**src/common/hl2link_cfg.svh**
```systemverilog
`ifndef HL2LINK_CFG_SVH
`define HL2LINK_CFG_SVH

// Control register and its bit fields
`define HL2_CTRL_ADDR        6'h39
`define HL2_MASTER_EN_BIT    11
`define HL2_MASTER_VAL_BIT   8
`define HL2_RESET_EN_BIT     7
`define HL2_RESET_SEL_BIT    4

// Clock-enable command issued by the slave on link-up
`define HL2_CLK1ON_DATA      32'h0000000d

`define HL2_KEEPALIVE_CYCLES 64
`define HL2_RUNNING_TIMEOUT  256

`define HL2_START_SYM        2'b11

`endif
```
**src/common/hl2link_pkg.sv**
```systemverilog
`default_nettype none

package hl2link_pkg;

  typedef logic [5:0]  cmd_addr_t;
  typedef logic [31:0] cmd_data_t;
  typedef logic [23:0] sample_t;
  typedef logic [37:0] link_word_t;

  typedef enum logic [1:0] {
    FT_KEEPALIVE = 2'b00,
    FT_CMD       = 2'b01,
    FT_SAMPLE    = 2'b10
  } frame_type_t;

  // Command payload is {addr, data}, sample payload is {sample, zeros}
  typedef struct packed {
    frame_type_t ftype;
    link_word_t  payload;
  } link_frame_t;

  // mask[1] sends to the remote end, mask[0] delivers locally
  typedef struct packed {
    cmd_addr_t  addr;
    cmd_data_t  data;
    logic       resprqst;
    logic       is_alt;
    logic [1:0] mask;
  } host_cmd_t;

  typedef struct packed {
    cmd_addr_t addr;
    cmd_data_t data;
    logic      resprqst;
    logic      is_alt;
  } local_cmd_t;

  typedef enum logic [2:0] {
    CMD_IDLE,
    CMD_MST0,
    CMD_MST1,
    CMD_SLV0,
    CMD_CLK0,
    CMD_CLK1
  } cmd_state_t;

  typedef enum logic [1:0] {TX_IDLE, TX_TYPE, TX_DATA} tx_state_t;

  typedef enum logic [1:0] {RX_HUNT, RX_TYPE, RX_DATA} rx_state_t;

endpackage

`default_nettype wire

```
**src/design/hl2link_top.sv**
```systemverilog
`default_nettype none

module hl2link_top (
  input  wire                         clk,
  input  wire                         reset,
  input  wire  [1:0]                  linkrx,
  input  wire                         ls_valid,
  input  wire hl2link_pkg::sample_t   ls_data,
  input  wire                         ds_cmd_rqst,
  input  wire hl2link_pkg::host_cmd_t ds_cmd,
  input  wire                         cmd_rqst,
  output logic [1:0]                  linktx,
  output logic                        running,
  output logic                        master_sel,
  output logic                        rst_all,
  output logic                        rst_nco,
  output hl2link_pkg::sample_t        lm_data,
  output logic                        lm_valid,
  output logic                        ls_done,
  output hl2link_pkg::local_cmd_t     cmd,
  output logic                        cmd_cnt
);

  import hl2link_pkg::*;

  logic        rst_link;
  logic        link_reset;
  logic        cmd_frame_valid;
  link_frame_t cmd_frame;
  logic        cmd_frame_done;
  logic        tx_valid;
  link_frame_t tx_frame;
  logic        tx_ready;
  logic        tx_done;
  logic        rx_done;
  link_frame_t rx_frame;
  logic        clk1on_rqst;
  logic        clk1on_ack;

  assign link_reset = reset | rst_link;

  link_cmd_ctrl i_cmd_ctrl (
    .clk,
    .reset,
    .ds_cmd_rqst,
    .ds_cmd,
    .cmd_rqst,
    .rx_done,
    .rx_frame,
    .running,
    .clk1on_rqst,
    .cmd_frame_done,
    .cmd,
    .cmd_cnt,
    .master_sel,
    .rst_all,
    .rst_nco,
    .rst_link,
    .cmd_frame_valid,
    .cmd_frame,
    .clk1on_ack
  );

  link_tx_arbiter i_arbiter (
    .clk,
    .reset (link_reset),
    .master_sel,
    .cmd_frame_valid,
    .cmd_frame,
    .ls_valid,
    .ls_data,
    .tx_ready,
    .tx_done,
    .cmd_frame_done,
    .ls_done,
    .tx_valid,
    .tx_frame
  );

  link_tx i_link_tx (
    .clk,
    .reset (link_reset),
    .tx_valid,
    .tx_frame,
    .tx_ready,
    .tx_done,
    .linktx
  );

  link_rx i_link_rx (
    .clk,
    .reset (link_reset),
    .linkrx,
    .master_sel,
    .clk1on_ack,
    .rx_done,
    .rx_frame,
    .running,
    .clk1on_rqst
  );

  // Sample word sits in the top 24 payload bits
  always_ff @(posedge clk) begin
    if (link_reset) begin
      lm_valid <= 1'b0;
    end else begin
      lm_valid <= rx_done & (rx_frame.ftype == FT_SAMPLE);
    end
  end

  always_ff @(posedge clk) begin
    if (rx_done) begin
      lm_data <= rx_frame.payload[37:14];
    end
  end

endmodule

`default_nettype wire

```
**src/design/link_cmd_ctrl.sv**
```systemverilog
`default_nettype none

`include "hl2link_cfg.svh"

module link_cmd_ctrl (
  input  wire                           clk,
  input  wire                           reset,
  input  wire                           ds_cmd_rqst,
  input  wire hl2link_pkg::host_cmd_t   ds_cmd,
  input  wire                           cmd_rqst,
  input  wire                           rx_done,
  input  wire hl2link_pkg::link_frame_t rx_frame,
  input  wire                           running,
  input  wire                           clk1on_rqst,
  input  wire                           cmd_frame_done,
  output hl2link_pkg::local_cmd_t       cmd,
  output logic                          cmd_cnt,
  output logic                          master_sel,
  output logic                          rst_all,
  output logic                          rst_nco,
  output logic                          rst_link,
  output logic                          cmd_frame_valid,
  output hl2link_pkg::link_frame_t      cmd_frame,
  output logic                          clk1on_ack
);

  import hl2link_pkg::*;

  cmd_state_t state;
  logic       deliver_local;
  logic       rx_cmd;
  logic       clk_take;
  logic       host_take;
  logic       host_ctrl_wr;
  logic       local_ctrl_wr;

  // Received commands first, then clock-enable, then host
  assign rx_cmd    = rx_done & (rx_frame.ftype == FT_CMD) & ~master_sel;
  assign clk_take  = clk1on_rqst & ~master_sel;
  assign host_take = ds_cmd_rqst & ~rx_cmd & ~clk_take;

  assign host_ctrl_wr  = ds_cmd_rqst & (ds_cmd.addr == `HL2_CTRL_ADDR) &
                         ds_cmd.data[`HL2_MASTER_EN_BIT];
  assign local_ctrl_wr = cmd_rqst & (cmd.addr == `HL2_CTRL_ADDR);

  assign clk1on_ack = (state == CMD_CLK1);

  // Master select only from the host side
  always_ff @(posedge clk) begin
    if (reset) begin
      master_sel <= 1'b0;
    end else if (host_ctrl_wr) begin
      master_sel <= ds_cmd.data[`HL2_MASTER_VAL_BIT];
    end
  end

  // Reset pulses follow the local consumer's acknowledge
  always_ff @(posedge clk) begin
    if (reset) begin
      rst_all  <= 1'b0;
      rst_nco  <= 1'b0;
      rst_link <= 1'b0;
    end else begin
      rst_all  <= local_ctrl_wr & cmd.data[`HL2_RESET_EN_BIT] & ~cmd.data[`HL2_RESET_SEL_BIT];
      rst_nco  <= local_ctrl_wr & cmd.data[`HL2_RESET_EN_BIT] & cmd.data[`HL2_RESET_SEL_BIT];
      // Leaving master mode restarts the link
      rst_link <= local_ctrl_wr & cmd.data[`HL2_MASTER_EN_BIT] &
                  ~cmd.data[`HL2_MASTER_VAL_BIT];
    end
  end

  always_ff @(posedge clk) begin
    if (reset) begin
      state           <= CMD_IDLE;
      cmd_cnt         <= 1'b0;
      cmd_frame_valid <= 1'b0;
    end else begin
      if (cmd_frame_done || !master_sel) begin
        cmd_frame_valid <= 1'b0;
      end
      case (state)
        CMD_IDLE: begin
          if (rx_cmd) begin
            state <= CMD_SLV0;
          end else if (clk_take) begin
            state <= CMD_CLK0;
          end else if (host_take) begin
            if (master_sel && ds_cmd.mask[1]) begin
              cmd_frame_valid <= 1'b1;
            end
            // Wait for the frame to go out only while the link is up
            if (running && master_sel && ds_cmd.mask[1]) begin
              state <= CMD_MST0;
            end else begin
              state <= CMD_MST1;
            end
          end
        end
        CMD_MST0: begin
          if (cmd_frame_done || !master_sel) begin
            state <= CMD_MST1;
          end
        end
        CMD_MST1: begin
          if (deliver_local || !running) begin
            cmd_cnt <= ~cmd_cnt;
          end
          state <= CMD_IDLE;
        end
        CMD_SLV0: begin
          cmd_cnt <= ~cmd_cnt;
          state   <= CMD_IDLE;
        end
        CMD_CLK0: begin
          cmd_cnt <= ~cmd_cnt;
          state   <= CMD_CLK1;
        end
        CMD_CLK1: begin
          if (!clk1on_rqst) begin
            state <= CMD_IDLE;
          end
        end
        default: state <= CMD_IDLE;
      endcase
    end
  end

  always_ff @(posedge clk) begin
    if (state == CMD_IDLE && host_take) begin
      cmd.addr      <= ds_cmd.addr;
      cmd.data      <= ds_cmd.data;
      cmd.resprqst  <= ds_cmd.resprqst;
      cmd.is_alt    <= ds_cmd.is_alt;
      cmd_frame     <= '{ftype: FT_CMD, payload: {ds_cmd.addr, ds_cmd.data}};
      deliver_local <= ds_cmd.mask[0];
    end else if (state == CMD_SLV0) begin
      cmd.addr     <= rx_frame.payload[37:32];
      cmd.data     <= rx_frame.payload[31:0];
      cmd.resprqst <= 1'b0;
      cmd.is_alt   <= 1'b0;
    end else if (state == CMD_CLK0) begin
      cmd.addr     <= `HL2_CTRL_ADDR;
      cmd.data     <= `HL2_CLK1ON_DATA;
      cmd.resprqst <= 1'b0;
      cmd.is_alt   <= 1'b0;
    end
  end

endmodule

`default_nettype wire

```
**src/link/link_tx_arbiter.sv**
```systemverilog
`default_nettype none

`include "hl2link_cfg.svh"

module link_tx_arbiter (
  input  wire                           clk,
  input  wire                           reset,
  input  wire                           master_sel,
  input  wire                           cmd_frame_valid,
  input  wire hl2link_pkg::link_frame_t cmd_frame,
  input  wire                           ls_valid,
  input  wire hl2link_pkg::sample_t     ls_data,
  input  wire                           tx_ready,
  input  wire                           tx_done,
  output logic                          cmd_frame_done,
  output logic                          ls_done,
  output logic                          tx_valid,
  output hl2link_pkg::link_frame_t      tx_frame
);

  import hl2link_pkg::*;

  localparam int unsigned KA_W  = $clog2(`HL2_KEEPALIVE_CYCLES + 1);
  localparam int unsigned PAD_W = $bits(link_word_t) - $bits(sample_t);

  logic [KA_W-1:0] ka_cnt;
  logic            ka_rqst;
  logic            cmd_req;
  logic            smp_req;
  logic            accept;
  frame_type_t     grant;

  assign cmd_req  = master_sel & cmd_frame_valid;
  assign smp_req  = ~master_sel & ls_valid;
  assign ka_rqst  = (ka_cnt == KA_W'(`HL2_KEEPALIVE_CYCLES));
  assign tx_valid = cmd_req | smp_req | ka_rqst;
  assign accept   = tx_valid & tx_ready;

  always_comb begin
    if (cmd_req) begin
      tx_frame = cmd_frame;
    end else if (smp_req) begin
      tx_frame = '{ftype: FT_SAMPLE, payload: {ls_data, {PAD_W{1'b0}}}};
    end else begin
      tx_frame = '{ftype: FT_KEEPALIVE, payload: '0};
    end
  end

  // Idle cycles of the transmitter since the last accept
  always_ff @(posedge clk) begin
    if (reset || accept) begin
      ka_cnt <= '0;
    end else if (tx_ready && !ka_rqst) begin
      ka_cnt <= ka_cnt + 1'b1;
    end
  end

  // Frame type of the granted frame tells whose done it is
  always_ff @(posedge clk) begin
    if (reset) begin
      grant <= FT_KEEPALIVE;
    end else if (accept) begin
      grant <= tx_frame.ftype;
    end
  end

  assign cmd_frame_done = tx_done & (grant == FT_CMD);
  assign ls_done        = tx_done & (grant == FT_SAMPLE);

endmodule

`default_nettype wire

```
**src/link/link_rx.sv**
```systemverilog
`default_nettype none

`include "hl2link_cfg.svh"

module link_rx (
  input  wire                            clk,
  input  wire                            reset,
  input  wire  [1:0]                     linkrx,
  input  wire                            master_sel,
  input  wire                            clk1on_ack,
  output logic                           rx_done,
  output hl2link_pkg::link_frame_t       rx_frame,
  output logic                           running,
  output logic                           clk1on_rqst
);

  import hl2link_pkg::*;

  localparam logic [4:0] LAST_SYM = 5'd18;
  localparam int unsigned WD_W = $clog2(`HL2_RUNNING_TIMEOUT + 1);

  rx_state_t        state;
  logic [4:0]       sym_cnt;
  logic [39:0]      shreg;
  logic [WD_W-1:0]  wd_cnt;

  assign rx_frame = shreg;

  always_ff @(posedge clk) begin
    if (reset) begin
      state   <= RX_HUNT;
      sym_cnt <= '0;
      rx_done <= 1'b0;
    end else begin
      rx_done <= 1'b0;
      case (state)
        RX_HUNT: begin
          if (linkrx == `HL2_START_SYM) begin
            state <= RX_TYPE;
          end
        end
        RX_TYPE: begin
          sym_cnt <= '0;
          state   <= RX_DATA;
        end
        RX_DATA: begin
          sym_cnt <= sym_cnt + 5'd1;
          if (sym_cnt == LAST_SYM) begin
            rx_done <= 1'b1;
            state   <= RX_HUNT;
          end
        end
        default: state <= RX_HUNT;
      endcase
    end
  end

  // Type symbol first, then the payload, MSB first
  always_ff @(posedge clk) begin
    if (state != RX_HUNT) begin
      shreg <= {shreg[37:0], linkrx};
    end
  end

  // Liveness watchdog, refreshed by any received frame
  always_ff @(posedge clk) begin
    if (reset) begin
      running <= 1'b0;
      wd_cnt  <= '0;
    end else if (rx_done) begin
      running <= 1'b1;
      wd_cnt  <= '0;
    end else if (running) begin
      wd_cnt <= wd_cnt + 1'b1;
      if (wd_cnt == WD_W'(`HL2_RUNNING_TIMEOUT - 1)) begin
        running <= 1'b0;
      end
    end
  end

  // Slave asks for the clock-enable command on link-up
  always_ff @(posedge clk) begin
    if (reset) begin
      clk1on_rqst <= 1'b0;
    end else if (clk1on_ack) begin
      clk1on_rqst <= 1'b0;
    end else if (rx_done && !running && !master_sel) begin
      clk1on_rqst <= 1'b1;
    end
  end

endmodule

`default_nettype wire

```
**src/link/link_tx.sv**
```systemverilog
`default_nettype none

`include "hl2link_cfg.svh"

module link_tx (
  input  wire                           clk,
  input  wire                           reset,
  input  wire                           tx_valid,
  input  wire hl2link_pkg::link_frame_t tx_frame,
  output logic                          tx_ready,
  output logic                          tx_done,
  output logic [1:0]                    linktx
);

  import hl2link_pkg::*;

  // Count of the symbol on the line in TX_DATA, 0 is the type symbol
  localparam logic [4:0] LAST_SYM = 5'd19;

  tx_state_t   state;
  logic [4:0]  sym_cnt;
  logic [39:0] shreg;

  assign tx_ready = (state == TX_IDLE);

  always_ff @(posedge clk) begin
    if (reset) begin
      state   <= TX_IDLE;
      sym_cnt <= '0;
      tx_done <= 1'b0;
      linktx  <= 2'b00;
    end else begin
      tx_done <= 1'b0;
      case (state)
        TX_IDLE: begin
          if (tx_valid) begin
            linktx <= `HL2_START_SYM;
            state  <= TX_TYPE;
          end
        end
        TX_TYPE: begin
          linktx  <= shreg[39:38];
          sym_cnt <= '0;
          state   <= TX_DATA;
        end
        TX_DATA: begin
          if (sym_cnt == LAST_SYM) begin
            linktx <= 2'b00;
            state  <= TX_IDLE;
          end else begin
            linktx  <= shreg[39:38];
            sym_cnt <= sym_cnt + 5'd1;
            // Done goes out with the last payload symbol
            tx_done <= (sym_cnt == LAST_SYM - 5'd1);
          end
        end
        default: state <= TX_IDLE;
      endcase
    end
  end

  // Frame enters at accept, then shifts out MSB first
  always_ff @(posedge clk) begin
    if (tx_ready && tx_valid) begin
      shreg <= tx_frame;
    end else if (!tx_ready) begin
      shreg <= {shreg[37:0], 2'b00};
    end
  end

endmodule

`default_nettype wire

```
**config.mk**
```make
export PLATFORM = sky130hd
export DESIGN_NAME = hl2link_top
export DESIGN_NICKNAME = d
export VERILOG_FILES = /design/src/common/hl2link_pkg.sv /design/src/design/hl2link_top.sv /design/src/design/link_cmd_ctrl.sv /design/src/link/link_tx_arbiter.sv /design/src/link/link_rx.sv /design/src/link/link_tx.sv
export VERILOG_INCLUDE_DIRS = /design/src /design/src/common
export SDC_FILE = /design/constraint.sdc
export NUM_CORES = 1
export LEC_CHECK = 0
export BUFFER_PORTS_ARGS = -buffer_cell sky130_fd_sc_hd__buf_2
export CAP_MARGIN = 20
export CORE_ASPECT_RATIO = 0.7
export CORE_MARGIN = 4
export CORE_UTILIZATION = 40
export DETAILED_ROUTE_END_ITERATION = 7
export SLEW_MARGIN = 40
export SYNTH_ARGS = -nofsm -noshare
export SYNTH_HDL_FRONTEND = slang
export SYNTH_HIERARCHICAL = 1
export SYNTH_SLANG_ARGS = --single-unit
```
**constraint.sdc**
```tcl
create_clock -name clk -period 5.65 [get_ports clk]
set_input_delay 1.13 -clock clk [delete_from_list [all_inputs] [get_ports clk]]
set_output_delay 1.13 -clock clk [all_outputs]
set_load 0.01 [all_outputs]
```
==> Yosys cells after proc, flatten, opt, wreduce, memory -nomap -nowiden <==
Index checks and enable logic that the tools add are counted.
{ "word_totals": {"reg_bits": 231, "in_bits": 73, "out_inout_bits": 73} }
{ "op_classes": {"addsub": 4, "n_eq_ne": 31, "mux": 38, "bitwise_logic": 30, "reduce_logical": 34} }
{ "ops": {"columns": ["op", "count"], "rows": [
  ["40-bit two-way mux", 7],
  ["5-bit case mux with 2 select lines", 2],
  ["1-bit bitwise AND", 19],
  ["2-bit case mux with 3 select lines", 3],
  ["5-bit == test, second input constant", 3],
  ["3-bit two-way mux", 5],
  ["2-bit two-way mux", 7],
  ["6-bit == test, second input constant", 2],
  ["2-bit by 1-bit inequality test with 1-bit output, second input constant", 6],
  ["3-bit case mux with 4 select lines", 1],
  ["1-bit two-way mux", 11],
  ["5-bit by 1-bit adder with 5-bit output, second input constant", 2],
  ["2-bit == test, second input constant", 5],
  ["2-bit AND reduction", 5],
  ["9-bit by 1-bit adder with 9-bit output, second input constant", 1],
  ["9-bit by 8-bit == test with 1-bit output, second input constant", 1],
  ["2-bit by 1-bit == test with 1-bit output, second input constant", 4],
  ["1-bit logical AND", 8],
  ["1-bit NOT", 8],
  ["2-bit nonzero test", 4],
  ["2-bit OR reduction", 4],
  ["7-bit by 1-bit adder with 7-bit output, second input constant", 1],
  ["7-bit == test, second input constant", 1],
  ["3-bit by 2-bit == test with 1-bit output, second input constant", 2],
  ["other kinds (14)", 25]
]} }

==> Longest topological paths before layout <==
Gate-level depths: netlist of the first run.
{ "logic_depth": {"ltp_word": 10, "mapped_depth": 8} }

==> By module <==
Netlist of the first run, hierarchy kept.
{ "modules_own_cells": {"columns": ["module", "instances", "cells_each", "area_per_inst_um2"], "rows": [
  ["link_cmd_ctrl", 1, 192, 3393.3],
  ["link_tx", 1, 151, 2311.0],
  ["link_rx", 1, 139, 2097.0],
  ["link_tx_arbiter", 1, 110, 880.8],
  ["hl2link_top", 1, 28, 763.2]
]} }

==> Least setup slack after synthesis of the first run <==
No wires, ideal clock.
{ "synth_timing": {"path_type": "register to register", "start": "register i_link_rx.rx_done", "end": "register, netlist name i_cmd_ctrl/cmd[0]", "arrival_ps": 2297, "required_ps": 5016, "setup_slack_ps": 2720, "path_stages_with_launch": 4, "n_path_buf": 0, "period_less_slack_ps": 2930, "path_cell_list": "dfxtp_1 -> nand4bb_4 -> nand4_4 -> nand3_1"} }
{ "synth_between": {"elab_chain_len": 7} }
{ "synth_rtl": {"columns": ["element", "line_no", "text"], "rows": [
  ["start: declaration", "link_rx.sv:11", "output logic rx_done,"],
  ["start signal: assignment", "link_rx.sv:33", "rx_done <= 1'b0;"],
  ["start signal: assignment", "link_rx.sv:35", "rx_done <= 1'b0;"],
  ["start signal: assignment", "link_rx.sv:49", "rx_done <= 1'b1;"],
  ["1-bit bitwise AND (2 in a row)", "link_cmd_ctrl.sv:38", "assign rx_cmd = rx_done & (rx_frame.ftype == FT_CMD) & ~master_sel;"],
  ["1-bit NOT", "link_cmd_ctrl.sv:40", "assign host_take = ds_cmd_rqst & ~rx_cmd & ~clk_take;"],
  ["1-bit bitwise AND (2 in a row)", "link_cmd_ctrl.sv:40", null],
  ["1-bit logical AND", "link_cmd_ctrl.sv:129", "if (state == CMD_IDLE && host_take) begin"],
  ["3-bit nonzero test (no line)", null, null]
]} }
Every way passes these cells.
A chain may end at the register's enable or synchronous reset.

==> Worst setup path after layout of the first run <==
{ "layout_timing": {"start": "register i_arbiter.ka_cnt[4]", "end": "register i_link_tx.linktx[1]"} }
{ "layout_between": {"elab_chain_len": 4} }
{ "layout_rtl": {"columns": ["element", "line_no", "text"], "rows": [
  ["start: declaration", "link_tx_arbiter.sv:26", "logic [KA_W-1:0] ka_cnt;"],
  ["start signal: assignment", "link_tx_arbiter.sv:54", "ka_cnt <= ka_cnt + 1'b1;"],
  ["7-bit == test", "link_tx_arbiter.sv:35", "assign ka_rqst = (ka_cnt == KA_W'(`HL2_KEEPALIVE_CYCLES));"],
  ["1-bit bitwise OR", "link_tx_arbiter.sv:36", "assign tx_valid = cmd_req | smp_req | ka_rqst;"],
  ["via tx_valid", "hl2link_top.sv:31", "logic tx_valid;"],
  ["2-bit inequality test (no line)", null, null],
  ["2-bit AND reduction (no line)", null, null],
  ["end signal: assignment", "link_tx.sv:37", "linktx <= `HL2_START_SYM;"],
  ["end signal: assignment", "link_tx.sv:42", "linktx <= shreg[39:38];"],
  ["end signal: assignment", "link_tx.sv:51", "linktx <= shreg[39:38];"],
  ["end: declaration", "link_tx.sv:12", "output logic [1:0] linktx"]
]} }
The timed path passes the listed nets, and every way through them passes these cells.

==> results of run 1 <==
==> layer usage <==
| layer | vias up | global-route usage (%) | wire, um |
|---|---|---|---|
| li1 | 2703 | - | - |
| met1 | 3012 | 26.2 | 11000 |
| met2 | 202 | 24.1 | 9750 |
| met3 | 23 | 2.80 | 1220 |
| met4 | 0 | 3.31 | 357 |
| met5 | - | 0 | 0 |
==> final timing paths <==
path / from / end / slack [ns]
setup / recovery: i_arbiter/ka_cnt[4]$_SDFFE_PP0P_ / i_link_tx/linktx[1]$_SDFFE_PP0P_ / 2.69
hold reg to reg: i_cmd_ctrl/cmd[10]$_DFFE_PP_ / i_cmd_ctrl/rst_link$_SDFF_PP0_ / 0.45
setup reg to reg: i_arbiter/ka_cnt[4]$_SDFFE_PP0P_ / i_link_tx/linktx[1]$_SDFFE_PP0P_ / 2.69
hold / removal: i_cmd_ctrl/cmd[10]$_DFFE_PP_ / i_cmd_ctrl/rst_link$_SDFF_PP0_ / 0.45
==> kinds of logic (layout without fill, tap and decap cells) <==
kind of cell,count (synthesis),in the layout,synth area share (%)
fa+ha+maj,17,17,2.25
simple gates,145,145,9.80
other cells,2,4,0.0795
xor+xnor,8,8,0.742
buf+inv,52,212,2.98
flops,231,231,68.4
compound gates,115,115,9.86
mux,50,50,5.93
==> layout by cell type, fill, tap and decap left out, drive strengths merged, types with 7 or more instances in the layout <==
master	count
edfxtp	183
buf	150
a22o	56
dfxtp	48
mux2	42
clkbuf	32
nand2	24
nor2	20
inv	20
ha	17
and3	17
a21oi	15
nand2b	11
nor3	11
nand4	9
nand3	9
mux2i	8
o21ai	8
xor2	7
o22a	7
==> critical path, cell delays in order (launching register included) <==
cell and delay (ns):
sky130_fd_sc_hd__dfxtp_1 0.34, sky130_fd_sc_hd__nor4b_1 0.56, sky130_fd_sc_hd__nand2_1 0.16, sky130_fd_sc_hd__o21ai_0 0.49, sky130_fd_sc_hd__and2b_1 0.34, sky130_fd_sc_hd__clkinv_1 0.07
sky130_fd_sc_hd__buf_4 0.45, sky130_fd_sc_hd__a21oi_1 0.16, sky130_fd_sc_hd__nor4_1 0.28
==> layout make-up <==
type	instances	area, um2
antenna	2	5.00
clock buffer	32	669
clock inverter	8	71.3
fill	2018	11700
inverter	22	87.6
multi-input combinational	337	2730
sequential	231	6460
tap	312	390
timing repair buffer	150	763
==> metrics by stage <==
stage | hold WS (ns) | utilization (%)
final | 0.448 | 48.8
after floorplan | 0.427 | -
after global routing | 0.473 | 48.8
after global placement | 0.438 | 45.4
after CTS | 0.452 | 48.7
after detailed placement | 0.438 | 45.5
==> sequential cells by signal, indices dropped and copies added (netlist names), 2 cells and up <==
name / cells
i_link_rx/state: 2
i_cmd_ctrl/cmd: 40
i_cmd_ctrl/state: 3
i_link_tx/sym_cnt: 5
i_link_rx/rx_frame: 40
i_link_tx/state: 2
i_link_rx/wd_cnt: 9
lm_data: 24
i_link_tx/shreg: 40
i_cmd_ctrl/cmd_frame: 38
i_link_tx/linktx: 2
i_link_rx/sym_cnt: 5
i_arbiter/grant: 2
i_arbiter/ka_cnt: 7
==> report_power, final <==
| group | internal, uW | leakage [uW] | switching, uW | total, uW |
|---|---|---|---|---|
| clock network | 869 | 0.000358 | 615 | 1480 |
| registers | 2320 | 0.00216 | 187 | 2510 |
| logic | 271 | 0.00169 | 408 | 680 |
| total | 3460 | 0.00420 | 1210 | 4670 |
==> results.md, run 1 <==
* Outcome: finished clean
* Most common cell in the netlist: sky130_fd_sc_hd__edfxtp_1
* Tightest Pin Transition at around 0.65 ns
* Total number of yosys warnings at 6
* Setup ws final at about 2.7 ns
* Clk Tree Root Cell: sky130_fd_sc_hd__clkbuf_16
* Via count of the first global-routing pass at 5782
* Num Clock Sinks at 231
* DP Wirelength at 15.0 mm
* Buffers from clock root to sink, at most at 3
* Die Span Y at around 140 um
* Maximum frequency from static timing analysis at 0.337 GHz
* Global-route usage over all layers at around 17%
* Cell type contributing the most total cell area after synthesis: sky130_fd_sc_hd__edfxtp_1
* Share of async-settable or async-resettable flops after synthesis at 0%
* Type of the worst setup path: flop to flop
* Detailed-router iteration count before antenna repair at 5
* EDFF count, synth at 183
* Share of final-layout standard cells stronger than drive strength 1 at a little under a third
* WL/cell at 20.4 um
* Sum Neg Setup Slack at 0 ns
* Number of antenna violations at the first check in global routing at 1
* Wire length of the first global-routing pass at about 34 mm
* Most instantiated cells after synthesis: sky130_fd_sc_hd__edfxtp_1 (183), sky130_fd_sc_hd__a22o_1 (56), sky130_fd_sc_hd__dfxtp_1 (48)
* Post-route standard cell area excluding fillers at 11200 um2
* Number of instances in the placed design at 1052
* Portion of the post-synthesis area used by sequential elements at between 60 and 70%
* Number of distinct library cells after synthesis at 76
* CTS tree: yes
* Die width at 192 um
* Largest net degree at the start of global routing at 73
* Number of H-tree branching levels at 1
* Clock period minus worst slack at approximately 3.0 ns
* TritonCTS Buffers at 22
* Resized Gates After CTS at 0
* Initial detailed-routing violation count at between 400 and 500
* Total global routing overflow at 0
* Hold-fix buffer count after cts at 0
* Insertion delay to the later sink of the worst-skew pair at ~0.50 ns
* Type of the worst min-delay path: flop to flop
* Leakage component of the power at between 0.004 and 0.005 uW
* Cell count after synthesis at 620
* Final setup vio count at 0
* Reg2reg path depth at 8
* Signed area change from the synthesized netlist to the final layout at 18.3%
* Count of boundary I/O pins at 146
* Net count after synthesis at 710
* Most common flop cell mapped by yosys: sky130_fd_sc_hd__edfxtp_1
* Final hold violations at 0
* Relative max-transition margin at ~56%
* Setup Fix Bufs, Post-CTS at 0
* Worst path arrival time at roughly 3.4 ns
* P per Cell Area at ~420 nW/um2
* Worst-path clk slew at 0.07 ns
* RSZ-0062 raised after global routing: false
* Area share of the largest cell type after synthesis at between 50% and 60%
* Die area at 26200 um2
* Routed wire length at approximately 22 mm
* Top cells by area, synth: sky130_fd_sc_hd__edfxtp_1 (58%), sky130_fd_sc_hd__dfxtp_1 (10%), sky130_fd_sc_hd__a22o_1 (5.2%)
* Synth Area per Inst at 15.2 um2
* Total number of vias at approximately 5900
* Count of port buffers added during placement at ~150
* Fin nets at between 800 and 900
* Yosys reg bits at between 200 and 250
* DRC viols at 0
* Worst VDD drop at 233 uV
* Starting density of the core at 41.2%
* Max Slew Vio Count at 0
* Post-synthesis instance area at about 9400 um2
* Number of routed nets with antenna violations at 0
* Area of the core region at ~23000 um2
* Post-placement setup slack at around 2.6 ns
* Depth of the worst hold-timing path at 1
* Power, Total at ~4700 uW
* Endpoint required time on the critical path at slightly above 6 ns
* Vias per cell at about 5.4
* Max_cap viols at 0
* Final standard cell count with taps included and fillers excluded at between 1000 and 1500
* Final Wtd Congestion at about 0.8
* Number of core rows at 46
* Tcrit/Tclk final at between 50 and 60%
* Startpoint type of the worst setup path: flop
* Worst setup EP type: flop
* Peak fanout along the critical path at 42
* Post-placement cell area at 10400 um2
* Final worst clock skew at approximately 0.014 ns
Power figures use the tool's default switching activity.
==> run 2, diff against run 1 <==
- clock period: 5.65 -> 2.49 ns (I/O delays scaled with it)
==> results.md, run 2 (same netlist as run 1, synthesis figures left out) <==
* Outcome: finished clean
* Slowest cell on the critical path: sky130_fd_sc_hd__nor4b_1
* Startpoint type of the worst setup path: flop
* Total global routing overflow at 0
* Final hold violations at 0
* Die width at approximately 190 um
* Worst VDD drop at about 470 uV
* DP Wirelength at 15.5 mm
* Tightest Pin Transition at about 0.82 ns
* Die Span Y at approximately 140 um
* WL/cell at just over 20 um
* P per Cell Area at ~950 nW/um2
* Most common cell after layout, fill and taps aside: sky130_fd_sc_hd__edfxtp_1
* RSZ-0062 raised after global routing: false
* Insertion delay to the later sink of the worst-skew pair at 0.51 ns
* Type of the worst setup path: flop to flop
* Relative max-transition margin at approximately 46%
* Routed wire length at between 20 and 25 mm
* Largest net degree at the start of global routing at 46
* Peak fanout along the critical path at 40
* Wire length of the first global-routing pass at 33.7 mm
* Type of the worst min-delay path: primary input to flop
* Die area at around 26000 um2
* Number of core rows at 46
* Worst-path clk slew at ~0.060 ns
* Fill cell instance count of the final layout at around 2000
* Initial detailed-routing violation count at about 500
* Resized Gates After CTS at 0
* Detailed-router iteration count before antenna repair at 6
* Vias per cell at about 5.3
* Worst path arrival time at 2.49 ns
* Tcrit/Tclk final at approximately nine tenths
* Count of boundary I/O pins at between 100 and 150
* Most used cells in the layout excluding fill and tap cells: sky130_fd_sc_hd__edfxtp_1 (183), sky130_fd_sc_hd__buf_2 (145), sky130_fd_sc_hd__a22o_1 (56), sky130_fd_sc_hd__dfxtp_1 (47)
* Endpoint required time on the critical path at 2.68 ns
* Share of final-layout standard cells stronger than drive strength 1 at 31.0%
* Highest cell delay on the worst timing path at a little over 0.4 ns
* Total number of vias at between 5000 and 6000
* Buffers from clock root to sink, at most at 3
* Max Slew Vio Count at 0
* Power, Total at around 11000 uW
* Signed area change from the synthesized netlist to the final layout at 19.0%
* Post-Route Hold Slack at between 0.15 and 0.2 ns
* Cell-by-cell trace of the critical path: nor4b_1 -> nand2_1 -> o21ai_0 -> and2b_1 -> clkinvlp_4 -> buf_12
* TritonCTS Buffers at 23
* Number of routed nets with antenna violations at 0
* Hold-fix buffer count after cts at 0
* Via count of the first global-routing pass at 5841
* Maximum frequency from static timing analysis at 0.437 GHz
* Clock period minus worst slack at roughly 2.3 ns
* Final Wtd Congestion at 0.794
* Max_cap viols at 0
* Fin nets at about 860
* Starting density of the core at roughly 41%
* Sum Neg Setup Slack at 0 ns
* Worst setup EP type: flop
* Leakage component of the power at about 0.0042 uW
* Final worst clock skew at approximately 0.011 ns
* DRC viols at 0
* Setup Fix Bufs, Post-CTS at 0
* Number of H-tree branching levels at 1
* Final setup vio count at 0
* Clk Tree Root Cell: sky130_fd_sc_hd__clkbuf_16
* CTS tree: yes
* Num Clock Sinks at 231
* Area of the core region at about 23000 um2
* Global-route usage over all layers at 16.6%
* Number of antenna violations at the first check in global routing at 0
* Diodes inserted at 0
* Count of port buffers added during placement at 145
[run 2: cell count changes in the layout (fill, tap and decap cells not counted), sizes merged]
cell and delta:
diode -2, buf +9, clkbuf -6, bufinv +1
clkinvlp +1, clkinv +4, inv +1
[run 2: cell type report]
| cell class | count | area, um2 | share of cell area [%] |
|---|---|---|---|
| sequential | 231 | 6460 | 57.4 |
| tap | 312 | 390 | 3.47 |
| clock buffer | 26 | 587 | 5.22 |
| multi-input combinational | 337 | 2720 | 24.2 |
| clock inverter | 15 | 131 | 1.17 |
| timing repair buffer | 159 | 868 | 7.72 |
| inverter | 22 | 88.8 | 0.790 |
[run 2: path summary, 6_finish.rpt]
| check | cells after the start | slack (ns) | endpoint | startpoint |
|---|---|---|---|---|
| setup reg to reg | 6 | 0.20 | i_link_tx/shreg[25]$_DFFE_PP_ | i_arbiter/ka_cnt[4]$_SDFFE_PP0P_ |
| setup / recovery | 6 | 0.20 | i_link_tx/shreg[25]$_DFFE_PP_ | i_arbiter/ka_cnt[4]$_SDFFE_PP0P_ |
| hold reg to reg | 0 | 0.46 | i_link_rx/rx_frame[14]$_DFFE_PN_ | i_link_rx/rx_frame[12]$_DFFE_PN_ |
| hold / removal | 1 | 0.18 | i_cmd_ctrl/cmd_frame[21]$_DFFE_PP_ | ds_cmd[25] |
[run 2: stage by stage]
step                utilization, %  std cells  instance area (um2)  worst slack (ns)
floorplan                        -        620                 9460            0.0635
global placement              45.9       1061                10500             0.265
detailed placement            45.9       1061                10500             0.225
CTS                           49.1       1102                11200             0.213
global route                  49.1       1102                11200            0.0112
finish                        49.1       1102                11200             0.200
[run 2: worst max-delay path: cells and delay by family, from the launching register on]
| family | cells | cell delay, ns |
|---|---|---|
| AND/OR/NAND/NOR | 3 | 0.87 |
| buffers and inverters | 2 | 0.38 |
| AO/OA/AOI/OAI | 1 | 0.37 |
| flip-flops | 1 | 0.35 |
[run 2: report_power, final]
part | total [uW] | leakage (uW) | internal, uW | switching [uW]
combinational | 1590 | 0.00174 | 661 | 933
sequential | 5690 | 0.00216 | 5260 | 434
clock | 3340 | 0.000344 | 1900 | 1440
total | 10600 | 0.00425 | 7820 | 2800
[run 2: metal layers]
metal,track usage [%],wire length [um],vias up
li1,-,-,2708
met1,25.3,10600,2947
met2,24.4,9620,195
met3,3.44,1670,32
met4,3.51,451,0
met5,0,0,-
